==> src/hw/nora_trace_pkg.sv <==
// shared types for the cpu bus trace path
// bus widths, raw pin bundle, trace status and record layout
// phase constants for the six-phase cpu clock, reader fsm states
`default_nettype none

package nora_trace_pkg;

    typedef logic [15:0] cpu_addr_t;    // cpu address bus
    typedef logic [7:0]  cpu_data_t;    // cpu data bus, also bank byte

    // raw cpu pins as seen at the fpga
    typedef struct packed {
        cpu_addr_t addr;
        cpu_data_t data;        // data bus, carries the bank byte while cphi2 rises
        logic      sob_mx;      // 65C02 SOB, 65C816 M/X
        logic      sync_vpa;    // 65C02 SYNC, 65C816 VPA
        logic      mln;         // memory lock, active low
        logic      vpn;         // vector pull, active low
        logic      vda;         // valid data address, 65C816 only
        logic      ef;          // emulation flag, 65C816 only
        logic      rwn;         // 1 = read
    } cpu_pins_t;

    // trace byte 0, msb first
    typedef struct packed {
        logic x;
        logic m;
        logic sync_vpa;
        logic mln;
        logic vpn;
        logic vda;
        logic ef;
        logic rwn;
    } trace_status_t;

    // one bus cycle; byte n of the record sits at bits [8n+7:8n]
    typedef struct packed {
        cpu_data_t     bank;    // byte 5
        cpu_addr_t     addr;    // bytes 4 (high) and 3 (low)
        cpu_data_t     data;    // byte 2
        cpu_data_t     spare;   // byte 1, {6'b0, x, m}
        trace_status_t status;  // byte 0
    } trace_rec_t;

    localparam int TRACE_BYTES   = 6;   // bytes per record
    localparam int PHASE_COUNT   = 6;   // clk6x cycles per cpu cycle
    localparam int PHASE_LATCH   = 3;   // cphi2 rises, address latched
    localparam int PHASE_RELEASE = 5;   // end of cycle, data latched

    typedef enum logic {
        rd_idle,
        rd_ack
    } reader_state_t;

endpackage

`default_nettype wire

==> src/hw/cpu_phaser.sv <==
// six-phase cpu clock generator
// makes cphi2 plus the latch_ad and release_wr strobes
// holds the cpu clock low at phase 0 while run is low
`timescale 1ns/1ps
`default_nettype none

module cpu_phaser
    import nora_trace_pkg::*;
(
    input  wire  clk6x,
    input  wire  reset_i,
    input  wire  run_i,         // sampled only at phase 0
    output logic cphi2_o,
    output logic latch_ad_o,    // one cycle, phase 3
    output logic release_wr_o,  // one cycle, phase 5
    output logic stopped_o      // cpu clock held
);

    localparam int PH_W = $clog2(PHASE_COUNT);

    logic [PH_W-1:0] phase_q;
    logic [PH_W-1:0] phase_next;
    logic            cphi2_q;
    logic            latch_q;
    logic            release_q;

    always_comb
    begin
        phase_next = phase_q;
        if (phase_q == PH_W'(PHASE_COUNT - 1))
        begin
            phase_next = '0;                    // wrap, cpu cycle done
        end
        else if ((phase_q != '0) || run_i)
        begin
            phase_next = phase_q + 1'b1;        // phase 0 waits for run
        end
    end

    // strobes decoded from the next phase so they line up with phase_q
    always_ff @(posedge clk6x)
    begin
        if (reset_i)
        begin
            phase_q   <= '0;
            cphi2_q   <= 1'b0;
            latch_q   <= 1'b0;
            release_q <= 1'b0;
        end
        else
        begin
            phase_q   <= phase_next;
            cphi2_q   <= (phase_next >= PH_W'(PHASE_LATCH));    // high in phases 3..5
            latch_q   <= (phase_next == PH_W'(PHASE_LATCH));
            release_q <= (phase_next == PH_W'(PHASE_RELEASE));
        end
    end

    assign cphi2_o      = cphi2_q;          // straight from a flop, no glitches
    assign latch_ad_o   = latch_q;
    assign release_wr_o = release_q;
    assign stopped_o    = (phase_q == '0) && !run_i;

endmodule

`default_nettype wire

==> src/hw/bus_sampler.sv <==
// cpu bus sampler
// captures address, bank and status at latch_ad, data and m at release_wr
// applies the 65C02 forcing and emits one trace record per bus cycle
`timescale 1ns/1ps
`default_nettype none

module bus_sampler
    import nora_trace_pkg::*;
(
    input  wire        clk6x,
    input  wire        reset_i,
    input  wire        latch_ad_i,      // cphi2 rising
    input  wire        release_wr_i,    // end of cpu cycle
    input  wire        cputype02_i,     // 1 = 65C02, 0 = 65C816
    input  cpu_pins_t  cpu_pins_i,
    output trace_rec_t rec_o,
    output logic       rec_valid_o      // push strobe
);

    trace_rec_t rec_q;
    logic       type02_q;       // cpu type seen at latch time
    logic       valid_q;
    logic       m_next;

    // m is only valid while cphi2 falls
    // ef already carries the 65C02 forcing from latch time
    assign m_next = cpu_pins_i.sob_mx | type02_q | rec_q.status.ef;

    // payload, no reset; latch always comes before release
    always_ff @(posedge clk6x)
    begin
        if (latch_ad_i)
        begin
            type02_q  <= cputype02_i;
            rec_q.addr <= cpu_pins_i.addr;
            if (cputype02_i)
                rec_q.bank <= '0;                   // 65C02 has no bank
            else
                rec_q.bank <= cpu_pins_i.data;      // 65C816 bank on data pins
            // x valid on the rising edge, forced 8-bit in emulation
            rec_q.status.x        <= cpu_pins_i.sob_mx | cputype02_i | cpu_pins_i.ef;
            rec_q.status.sync_vpa <= cpu_pins_i.sync_vpa;
            rec_q.status.mln      <= cpu_pins_i.mln;
            rec_q.status.vpn      <= cpu_pins_i.vpn;
            rec_q.status.vda      <= cpu_pins_i.vda | cputype02_i;  // always valid on 65C02
            rec_q.status.ef       <= cpu_pins_i.ef | cputype02_i;
            rec_q.status.rwn      <= cpu_pins_i.rwn;
        end

        if (release_wr_i)
        begin
            rec_q.data     <= cpu_pins_i.data;
            rec_q.status.m <= m_next;
            rec_q.spare    <= {6'b000000, rec_q.status.x, m_next};  // copy of x and m
        end
    end

    always_ff @(posedge clk6x)
    begin
        if (reset_i)
            valid_q <= 1'b0;
        else
            valid_q <= release_wr_i;    // record complete one cycle later
    end

    assign rec_o       = rec_q;
    assign rec_valid_o = valid_q;

endmodule

`default_nettype wire

==> src/hw/trace_buffer.sv <==
// circular buffer of trace records
// oldest record shown on head_o, empty and room flags
// room stays high while two or more slots are free
`timescale 1ns/1ps
`default_nettype none

module trace_buffer
    import nora_trace_pkg::*;
#(
    parameter int TRACE_DEPTH = 8       // power of two, at least 4
)
(
    input  wire        clk6x,
    input  wire        reset_i,
    input  wire        push_i,
    input  wire        pop_i,
    input  trace_rec_t rec_i,
    output trace_rec_t head_o,
    output logic       empty_o,
    output logic       room_o
);

    localparam int PTR_W = $clog2(TRACE_DEPTH);
    localparam int CNT_W = PTR_W + 1;

    trace_rec_t       mem [TRACE_DEPTH];
    logic [PTR_W-1:0] wr_ptr;
    logic [PTR_W-1:0] rd_ptr;
    logic [CNT_W-1:0] count;
    logic             full;
    logic             do_push;
    logic             do_pop;

    assign full    = (count == CNT_W'(TRACE_DEPTH));
    assign do_push = push_i && !full;   // phaser back-pressure keeps this from happening
    assign do_pop  = pop_i && (count != '0);    // pop on empty ignored

    always_ff @(posedge clk6x)
    begin
        if (do_push)
            mem[wr_ptr] <= rec_i;
    end

    always_ff @(posedge clk6x)
    begin
        if (reset_i)
        begin
            wr_ptr <= '0;
            rd_ptr <= '0;
            count  <= '0;
        end
        else
        begin
            if (do_push)
                wr_ptr <= wr_ptr + 1'b1;    // wraps, depth is a power of two
            if (do_pop)
                rd_ptr <= rd_ptr + 1'b1;
            if (do_push && !do_pop)
                count <= count + 1'b1;
            else if (do_pop && !do_push)
                count <= count - 1'b1;
        end
    end

    assign head_o  = mem[rd_ptr];
    assign empty_o = (count == '0);
    // two slots: one for the record in flight, one for the next cpu cycle
    assign room_o  = (count <= CNT_W'(TRACE_DEPTH - 2));

endmodule

`default_nettype wire

==> src/hw/trace_reader.sv <==
// byte-serial trace reader for the host
// req/ack handshake, one record byte per request
// pops the buffer together with the ack of the last byte
`timescale 1ns/1ps
`default_nettype none

module trace_reader
    import nora_trace_pkg::*;
(
    input  wire        clk6x,
    input  wire        reset_i,
    input  wire        host_req_i,      // level, dropped by the host after ack
    input  wire        empty_i,
    input  trace_rec_t head_i,
    output logic       host_ack_o,      // one cycle
    output logic       pop_o,           // one cycle, with the last ack
    output cpu_data_t  host_data_o      // valid with ack
);

    reader_state_t state_q;
    logic [2:0]    byte_idx;            // 0..TRACE_BYTES-1
    logic          ack_q;
    logic          pop_q;
    cpu_data_t     data_q;
    logic [47:0]   head_bits;
    logic          last_byte;

    assign head_bits = head_i;
    assign last_byte = (byte_idx == 3'(TRACE_BYTES - 1));

    always_ff @(posedge clk6x)
    begin
        // byte n of the record at bits 8n+7..8n
        if ((state_q == rd_idle) && host_req_i)
            data_q <= empty_i ? 8'hFF : head_bits[{byte_idx, 3'b000} +: 8];
    end

    always_ff @(posedge clk6x)
    begin
        if (reset_i)
        begin
            state_q  <= rd_idle;
            byte_idx <= '0;
            ack_q    <= 1'b0;
            pop_q    <= 1'b0;
        end
        else
        begin
            case (state_q)
                rd_idle:
                begin
                    if (host_req_i)
                    begin
                        state_q <= rd_ack;
                        ack_q   <= 1'b1;
                        if (!empty_i)       // empty read: 0xFF, index untouched
                        begin
                            if (last_byte)
                            begin
                                byte_idx <= '0;
                                pop_q    <= 1'b1;   // record done
                            end
                            else
                                byte_idx <= byte_idx + 1'b1;
                        end
                    end
                end
                rd_ack:
                begin
                    ack_q   <= 1'b0;
                    pop_q   <= 1'b0;
                    state_q <= rd_idle;     // host has dropped req by now
                end
                default: state_q <= rd_idle;
            endcase
        end
    end

    assign host_ack_o  = ack_q;
    assign pop_o       = pop_q;
    assign host_data_o = data_q;

endmodule

`default_nettype wire

==> src/hw/nora_trace_top.sv <==
// cpu bus trace top level
// phaser paces the cpu, sampler fills the buffer, reader drains it
`timescale 1ns/1ps
`default_nettype none

module nora_trace_top
    import nora_trace_pkg::*;
#(
    parameter int TRACE_DEPTH = 8
)
(
    input  wire       clk6x,
    input  wire       reset_i,
    input  wire       cputype02_i,      // board assembly, 1 = 65C02
    input  wire       host_req_i,
    input  cpu_pins_t cpu_pins_i,
    output logic      cphi2_o,          // cpu clock
    output logic      host_ack_o,
    output cpu_data_t host_data_o
);

    logic       latch_ad;
    logic       release_wr;
    logic       room;           // also the cpu run enable
    logic       empty;
    logic       pop;
    logic       rec_valid;
    trace_rec_t rec;
    trace_rec_t head;

    cpu_phaser u_phaser (
        .clk6x        (clk6x),
        .reset_i      (reset_i),
        .run_i        (room),       // stop the cpu when nearly full
        .cphi2_o      (cphi2_o),
        .latch_ad_o   (latch_ad),
        .release_wr_o (release_wr),
        .stopped_o    ()            // no debug controller here
    );

    bus_sampler u_sampler (
        .clk6x        (clk6x),
        .reset_i      (reset_i),
        .latch_ad_i   (latch_ad),
        .release_wr_i (release_wr),
        .cputype02_i  (cputype02_i),
        .cpu_pins_i   (cpu_pins_i),
        .rec_o        (rec),
        .rec_valid_o  (rec_valid)
    );

    trace_buffer #(
        .TRACE_DEPTH (TRACE_DEPTH)
    ) u_buffer (
        .clk6x   (clk6x),
        .reset_i (reset_i),
        .push_i  (rec_valid),
        .pop_i   (pop),
        .rec_i   (rec),
        .head_o  (head),
        .empty_o (empty),
        .room_o  (room)
    );

    trace_reader u_reader (
        .clk6x       (clk6x),
        .reset_i     (reset_i),
        .host_req_i  (host_req_i),
        .empty_i     (empty),
        .head_i      (head),
        .host_ack_o  (host_ack_o),
        .pop_o       (pop),
        .host_data_o (host_data_o)
    );

endmodule

`default_nettype wire

==> config.mk <==
export PLATFORM = sky130hd
export DESIGN_NAME = nora_trace_top
export DESIGN_NICKNAME = d
export VERILOG_FILES = /design/src/hw/nora_trace_pkg.sv /design/src/hw/cpu_phaser.sv /design/src/hw/bus_sampler.sv /design/src/hw/trace_buffer.sv /design/src/hw/trace_reader.sv /design/src/hw/nora_trace_top.sv
export SDC_FILE = /design/constraint.sdc
export NUM_CORES = 1
export LEC_CHECK = 0
export CORE_MARGIN = 2
export CORE_UTILIZATION = 40
export CTS_BUF_LIST = sky130_fd_sc_hd__clkbuf_2 sky130_fd_sc_hd__clkbuf_4 sky130_fd_sc_hd__clkbuf_8
export CTS_CLUSTER_SIZE = 12
export DETAILED_ROUTE_END_ITERATION = 8
export DONT_BUFFER_PORTS = 1
export SYNTH_ARGS = -nofsm -noshare
export SYNTH_HDL_FRONTEND = slang
export SYNTH_SLANG_ARGS = --single-unit
==> constraint.sdc <==
create_clock -name clk6x -period 5.3 [get_ports clk6x]
set_input_delay 0.265 -clock clk6x [delete_from_list [all_inputs] [get_ports clk6x]]
set_output_delay 0.265 -clock clk6x [all_outputs]
set_load 0.02 [all_outputs]
==> flow_summary.toml, run 1 <==
[route]
vias = 7434
dr.pass1.iters = 6
drt-initial-drc-count = 407
wl_met3_mm = 2.04
dr.max_layer_used = "met4"
drc = 0
wire_per_inst_um = 22.7
drt-met1-wl_mm = 14.1
vias_per_cell = 5.22
totalWireLength_mm = 32.3
ant_nets = 0
routed-wl-met2_mm = 15.4

[clock_network]
ctsRootBufferMaster = "clkbuf_8"
postCtsHoldBufs = 35
cts_made_buffers = 69
cts.sinks = 404
ctsResizeCount = 0
postCtsSetupBuffers = 0
clk_pin_slew_ps = 60
clock_latency_ps = 600
cts_max_level = 3
clockBufferDepth = 3
cts_tree = "built"

[global_routing]
grtUsageTotal_pct = 16.2
overflow = 0
grt_max_degree = 55
grt_pass1_vias = 7737
grt_pass1_wl_mm = 48.2
antenna_found_initial = 1

[cells_and_area]
syn2layout_area_growth_pct = 14.4
drive_gt1_share_pct = 19.3
fin_nets = 914
fin_cells = 1423
fillers = 3242

[timing]
hold_violations = 0
clock_skew_ps = 30.2
worstMarginPinSlew_ps = 1130
min_period_over_period_pct = 54.7
post-route-min-period_ps = 2900
slew_viol_final = 0
setup_tns_ps = 0
max_freq_ghz = 0.345
rsz0062_at_grt = "no"
max_slew_margin_pct = 24.6
hold_ws_ps = 296
setup_viol = 0

[yosys]
synth-seq-cells = 404
synth_nets = 826
synthCells = 781
yosysUniqueCellTypes = 46
yosysWarnings = 0
yosysSeqAreaShare_pct = 76.9
avgSynthCellArea_um2 = 19.8
syn-cell-area_mm2 = 0.0154

[floorplan]
initial_core_util_pct = 40.8
coreArea_mm2 = 0.0378
die_w_um = 201
io_pins = 45
dieArea_mm2 = 0.0402
rows = 71
die_h_um = 201

[critical_path]
startpoint_type = "register"
crit_arrival_ps = 3250
cp-end-kind = "register"
crit_type = "reg2reg"
crit_required_ps = 5650
crit_fanout = 33

[placement]
globalplace.congestion = 0.731
placed_cells = 1274
portBuffers = 0
dp.final_hpwl_mm = 18.1

[flow_run]
maxCapViolCount = 0

[power_and_ir_drop]
power_mw = 6.31
irDropWorstVdd_uv = 136
p_leak_nw = 5.39
power_density_mw_per_mm2 = 357

[min_path]
hold_class = "in2reg"

[outcome]
status = "finished, final reports clean"
==> registers in the layout, indices dropped and copies added, names as in the netlist, 3 cells and up, named ones only <==
register	flops
u_sampler.rec_o	41
u_reader.byte_idx	3
u_phaser.phase_q	3
u_buffer.count	4
u_buffer.wr_ptr	3
u_buffer.mem	328
u_reader.host_data_o	8
u_buffer.rd_ptr	3
==> metal layers <==
metal | vias to the layer above | GRT usage, %
li1 | 3345 | -
met1 | 3821 | 20.9
met2 | 204 | 25.9
met3 | 64 | 4.50
met4 | 0 | 6.75
met5 | - | 0
==> final timing paths <==
path                          from                       to  slack [ps]  cells after the start
setup / recovery          register  u_reader.host_data_o[5]        2400                      6
setup reg to reg          register  u_reader.host_data_o[5]        2400                      6
hold / removal      cpu_pins_i[16]      u_sampler.rec_o[25]         300                      1
hold reg to reg   u_reader.state_q      u_reader.host_ack_o         460                      1
==> through the flow <==
| stage | setup WS (ps) | cell area (um2) | utilization, % |
|---|---|---|---|
| floorplan | 155 | 15400 | - |
| global placement | 2360 | 16000 | 42.4 |
| detailed placement | 2330 | 16000 | 42.4 |
| CTS | 2320 | 17700 | 46.7 |
| global route | 2160 | 17700 | 46.7 |
| finish | 2400 | 17700 | 46.7 |
==> final cells by class <==
type | count | area, um2 | area share [%]
sequential | 404 | 11900 | 67.2
multi-input combinational | 335 | 3360 | 19.0
clock buffer | 90 | 1110 | 6.30
tap | 511 | 639 | 3.62
timing repair buffer | 50 | 475 | 2.69
clock inverter | 23 | 165 | 0.935
inverter | 9 | 33.8 | 0.191
antenna | 1 | 2.50 | 0.0142
==> power by group <==
group | internal, mW | switching (mW) | total [mW]
logic | 0.0427 | 0.0459 | 0.0886
registers | 3.51 | 0.0562 | 3.57
clock network | 1.46 | 1.19 | 2.65
total | 5.02 | 1.29 | 6.31
==> critical path: stages, from the launching register on <==
cell and delay [ps]:
dfxtp_4 780, buf_4 500, mux4_1 600, mux2_2 280, nand2_1 70, a31oi_1 80
or3_1 320
==> synth_stat cells, drive strengths merged <==
cell type	number	area [um2]
xnor2	5	43.8
nor3	7	35.0
o2111ai	2	17.5
nand2b	4	25.0
or2	2	12.5
nand3b	1	7.51
a21o	1	7.51
mux4	53	1250
a211o	1	8.76
nor2b	12	75.1
nand2	34	128
a21oi	12	60.1
fa	1	20.0
nor4	2	12.5
a41oi	1	8.76
nor2	27	104
and3b	1	8.76
nor4b	1	8.76
or3	10	62.6
dfxtp	26	521
clkbuf	8	30.0
a221oi	6	52.6
inv	9	33.8
o21ai	3	15.0
xor2	4	35.0
and3	1	6.26
ha	9	113
mux2	6	67.6
mux2i	79	791
a22oi	21	158
o32a	1	10.0
a22o	1	8.76
a31oi	6	37.5
o22ai	6	37.5
and2b	1	7.51
edfxtp	378	11400
nand3	11	55.1
buf	25	199
and2	1	6.26
a211oi	1	7.51
nand4b	1	8.76
==> layout by cell type (no fill, tap or decap), drive strengths merged, types with 7 or more instances in the layout <==
cell type	n
a21oi	12
a22oi	21
buf	15
clkbuf	90
clkinv	17
dfxtp	26
dlygate4sd3	35
edfxtp	378
ha	9
inv	12
mux2i	79
mux4	53
nand2	34
nand3	11
nor2	27
nor2b	12
nor3	7
or3	10
==> cells by family after synthesis <==
logic type / after synthesis / share of synthesized area [%]
AOI/OAI and AO/OA: 62 / 2.78
DFF: 404 / 76.9
buffers and inverters: 42 / 1.70
muxes: 138 / 13.6
adders and majority gates: 10 / 0.859
and+or+nand+nor: 116 / 3.65
xor gates and xnor gates: 9 / 0.510
(Power assumes the default switching activity.)
==> inputs of run 2 (changes only) <==
==> constraint.sdc (replaced) <==
create_clock -name clk6x -period 3 [get_ports clk6x]
set_input_delay 0.15 -clock clk6x [delete_from_list [all_inputs] [get_ports clk6x]]
set_output_delay 0.15 -clock clk6x [all_outputs]
set_load 0.02 [all_outputs]
==> flow_summary.toml, run 2 (synthesis gave the netlist of run 1 again) <==
[min_path]
hold_class = "in2reg"

[cells_and_area]
design_area_mm2 = 0.0179
fin_nets = 925
largest_register_ff_count = 328
mostFrequentLayoutCells = "edfxtp_1 (378), mux2i_1 (79), clkbuf_8 (73)"
syn2layout_area_growth_pct = 16.0
final_common_cell = "edfxtp_1"
largest_register = "u_buffer.mem"
n_antenna_cell = 0
drive_gt1_share_pct = 20.5

[timing]
post-route-min-period_ps = 2510
worstMarginPinSlew_ps = 1070
hold_violations = 0
max_slew_margin_pct = 29.0
clock_skew_ps = 16.9
slew_viol_final = 0
min_period_over_period_pct = 83.7
setup_viol = 0
setup_ws_ps = 489
rsz0062_at_grt = "no"
max_freq_ghz = 0.398

[placement]
globalplace.congestion = 0.729
portBuffers = 0
dp.final_hpwl_mm = 17.8
dpl_cell_area_mm2 = 0.0163
post-place-ws_ps = 480

[clock_network]
cts_made_buffers = 66
cts.sinks = 404
clockBufferDepth = 3
cts_max_level = 3
clock_latency_ps = 580
clk_pin_slew_ps = 60
cts_tree = "built"
postCtsSetupBuffers = 0
ctsRootBufferMaster = "clkbuf_8"

[critical_path]
crit_fanout = 20
startpoint_type = "register"
cp-end-kind = "register"
r2r_cells = 6
worst-r2r-setup-slack_ps = 490
crit_end = "u_reader.host_data_o[2]"
r2r_end = "u_reader.host_data_o[2]"
crit_arrival_ps = 2820
crit_type = "reg2reg"
crit_required_ps = 3310

[route]
ant_nets = 0
drc = 0
vias = 7490
dr.pass1.iters = 5
wire_per_inst_um = 22.5
totalWireLength_mm = 32.4
drt-initial-drc-count = 637
vias_per_cell = 5.20

[floorplan]
rows = 71
die_w_um = 201
die_h_um = 201
initial_core_util_pct = 40.8
coreArea_mm2 = 0.0378
dieArea_mm2 = 0.0402
io_pins = 45

[global_routing]
grt_max_degree = 75
antenna_found_initial = 2
grt_pass1_wl_mm = 48.8
overflow = 0
grtUsageTotal_pct = 16.2
grt_pass1_vias = 7904

[power_and_ir_drop]
irDropWorstVdd_uv = 231
power_density_mw_per_mm2 = 620
power_mw = 11.1
p_leak_nw = 5.49

[flow_run]
maxCapViolCount = 0

[outcome]
status = "finished, final reports clean"
==> run 2: cell count changes in the layout (fill, tap and decap cells not counted) <==
cell           previous run  this run
diode_2                   1         0
inv_6                     3         0
nor4_4                    0         1
nor4_2                    1         0
nor3_4                    0         1
bufinv_16                 2         1
clkinv_1                 11        16
buf_12                    1        11
buf_4                    14        19
dlygate4sd3_1            35        34
clkinvlp_4                1         2
clkbuf_8                 70        73
nor3_2                    4         3
==> run 2: layout make-up <==
cell class                 count  area, um2
clock buffer                  93       1150
clock inverter                25        135
fill                        3177      19900
inverter                       9       33.8
multi-input combinational    335       3380
sequential                   404      11900
tap                          511        639
timing repair buffer          64        703
==> run 2: power by group <==
part / internal [mW] / switching (mW) / total [mW]
sequential: 6.20 / 0.0958 / 6.30
combinational: 0.0761 / 0.0848 / 0.161
clock: 2.57 / 2.08 / 4.64
==> run 2: how the worst min path moves through the flow <==
stage | start | to | slack [ps] | cells after the start
after CTS | cpu_pins_i[22] | u_sampler.rec_o[31] | 160 | 1
after floorplan | reset_i | u_sampler.rec_valid_o | 220 | 1
after global placement | reset_i | u_buffer.count[3] | 220 | 1
final | cpu_pins_i[16] | u_sampler.rec_o[25] | 200 | 1
after global routing | cpu_pins_i[22] | u_sampler.rec_o[31] | 180 | 1
after detailed placement | reset_i | register | 220 | 1
==> run 2: timing repair <==
item / 4_1_cts / 5_1_grt
hold buffers: 34 / 0
gates resized for setup: 0 / 0
endpoints found under the setup margin: 0 / 0
endpoints found under the hold margin: 67 / 0
==> run 2: per-stage QoR <==
stage               std cells  setup TNS (ps)  hold slack [ps]  utilization [%]
global route             1441               0              181             47.4
global placement         1289               0              221             43.1
finish                   1441               0              198             47.4
detailed placement       1289               0              218             43.1
floorplan                 781         -148000              222                -
CTS                      1441               0              157             47.4
==> run 2: per-layer routing <==
metal	track usage [%]	up-vias	part of all wire [%]
met3	4.48	60	6.1
met4	6.06	2	2.3
met1	21.6	3858	45
met2	25.6	201	47
met5	0	-	0.040
li1	-	3369	-
==> run 2: critical path, stage by stage, from the launching register on <==
cell and delay [ps]:
dfxtp_4 610, buf_4 270, mux4_1 580, mux2_2 310, nand2_1 80, a31oi_1 70, or3_1 320
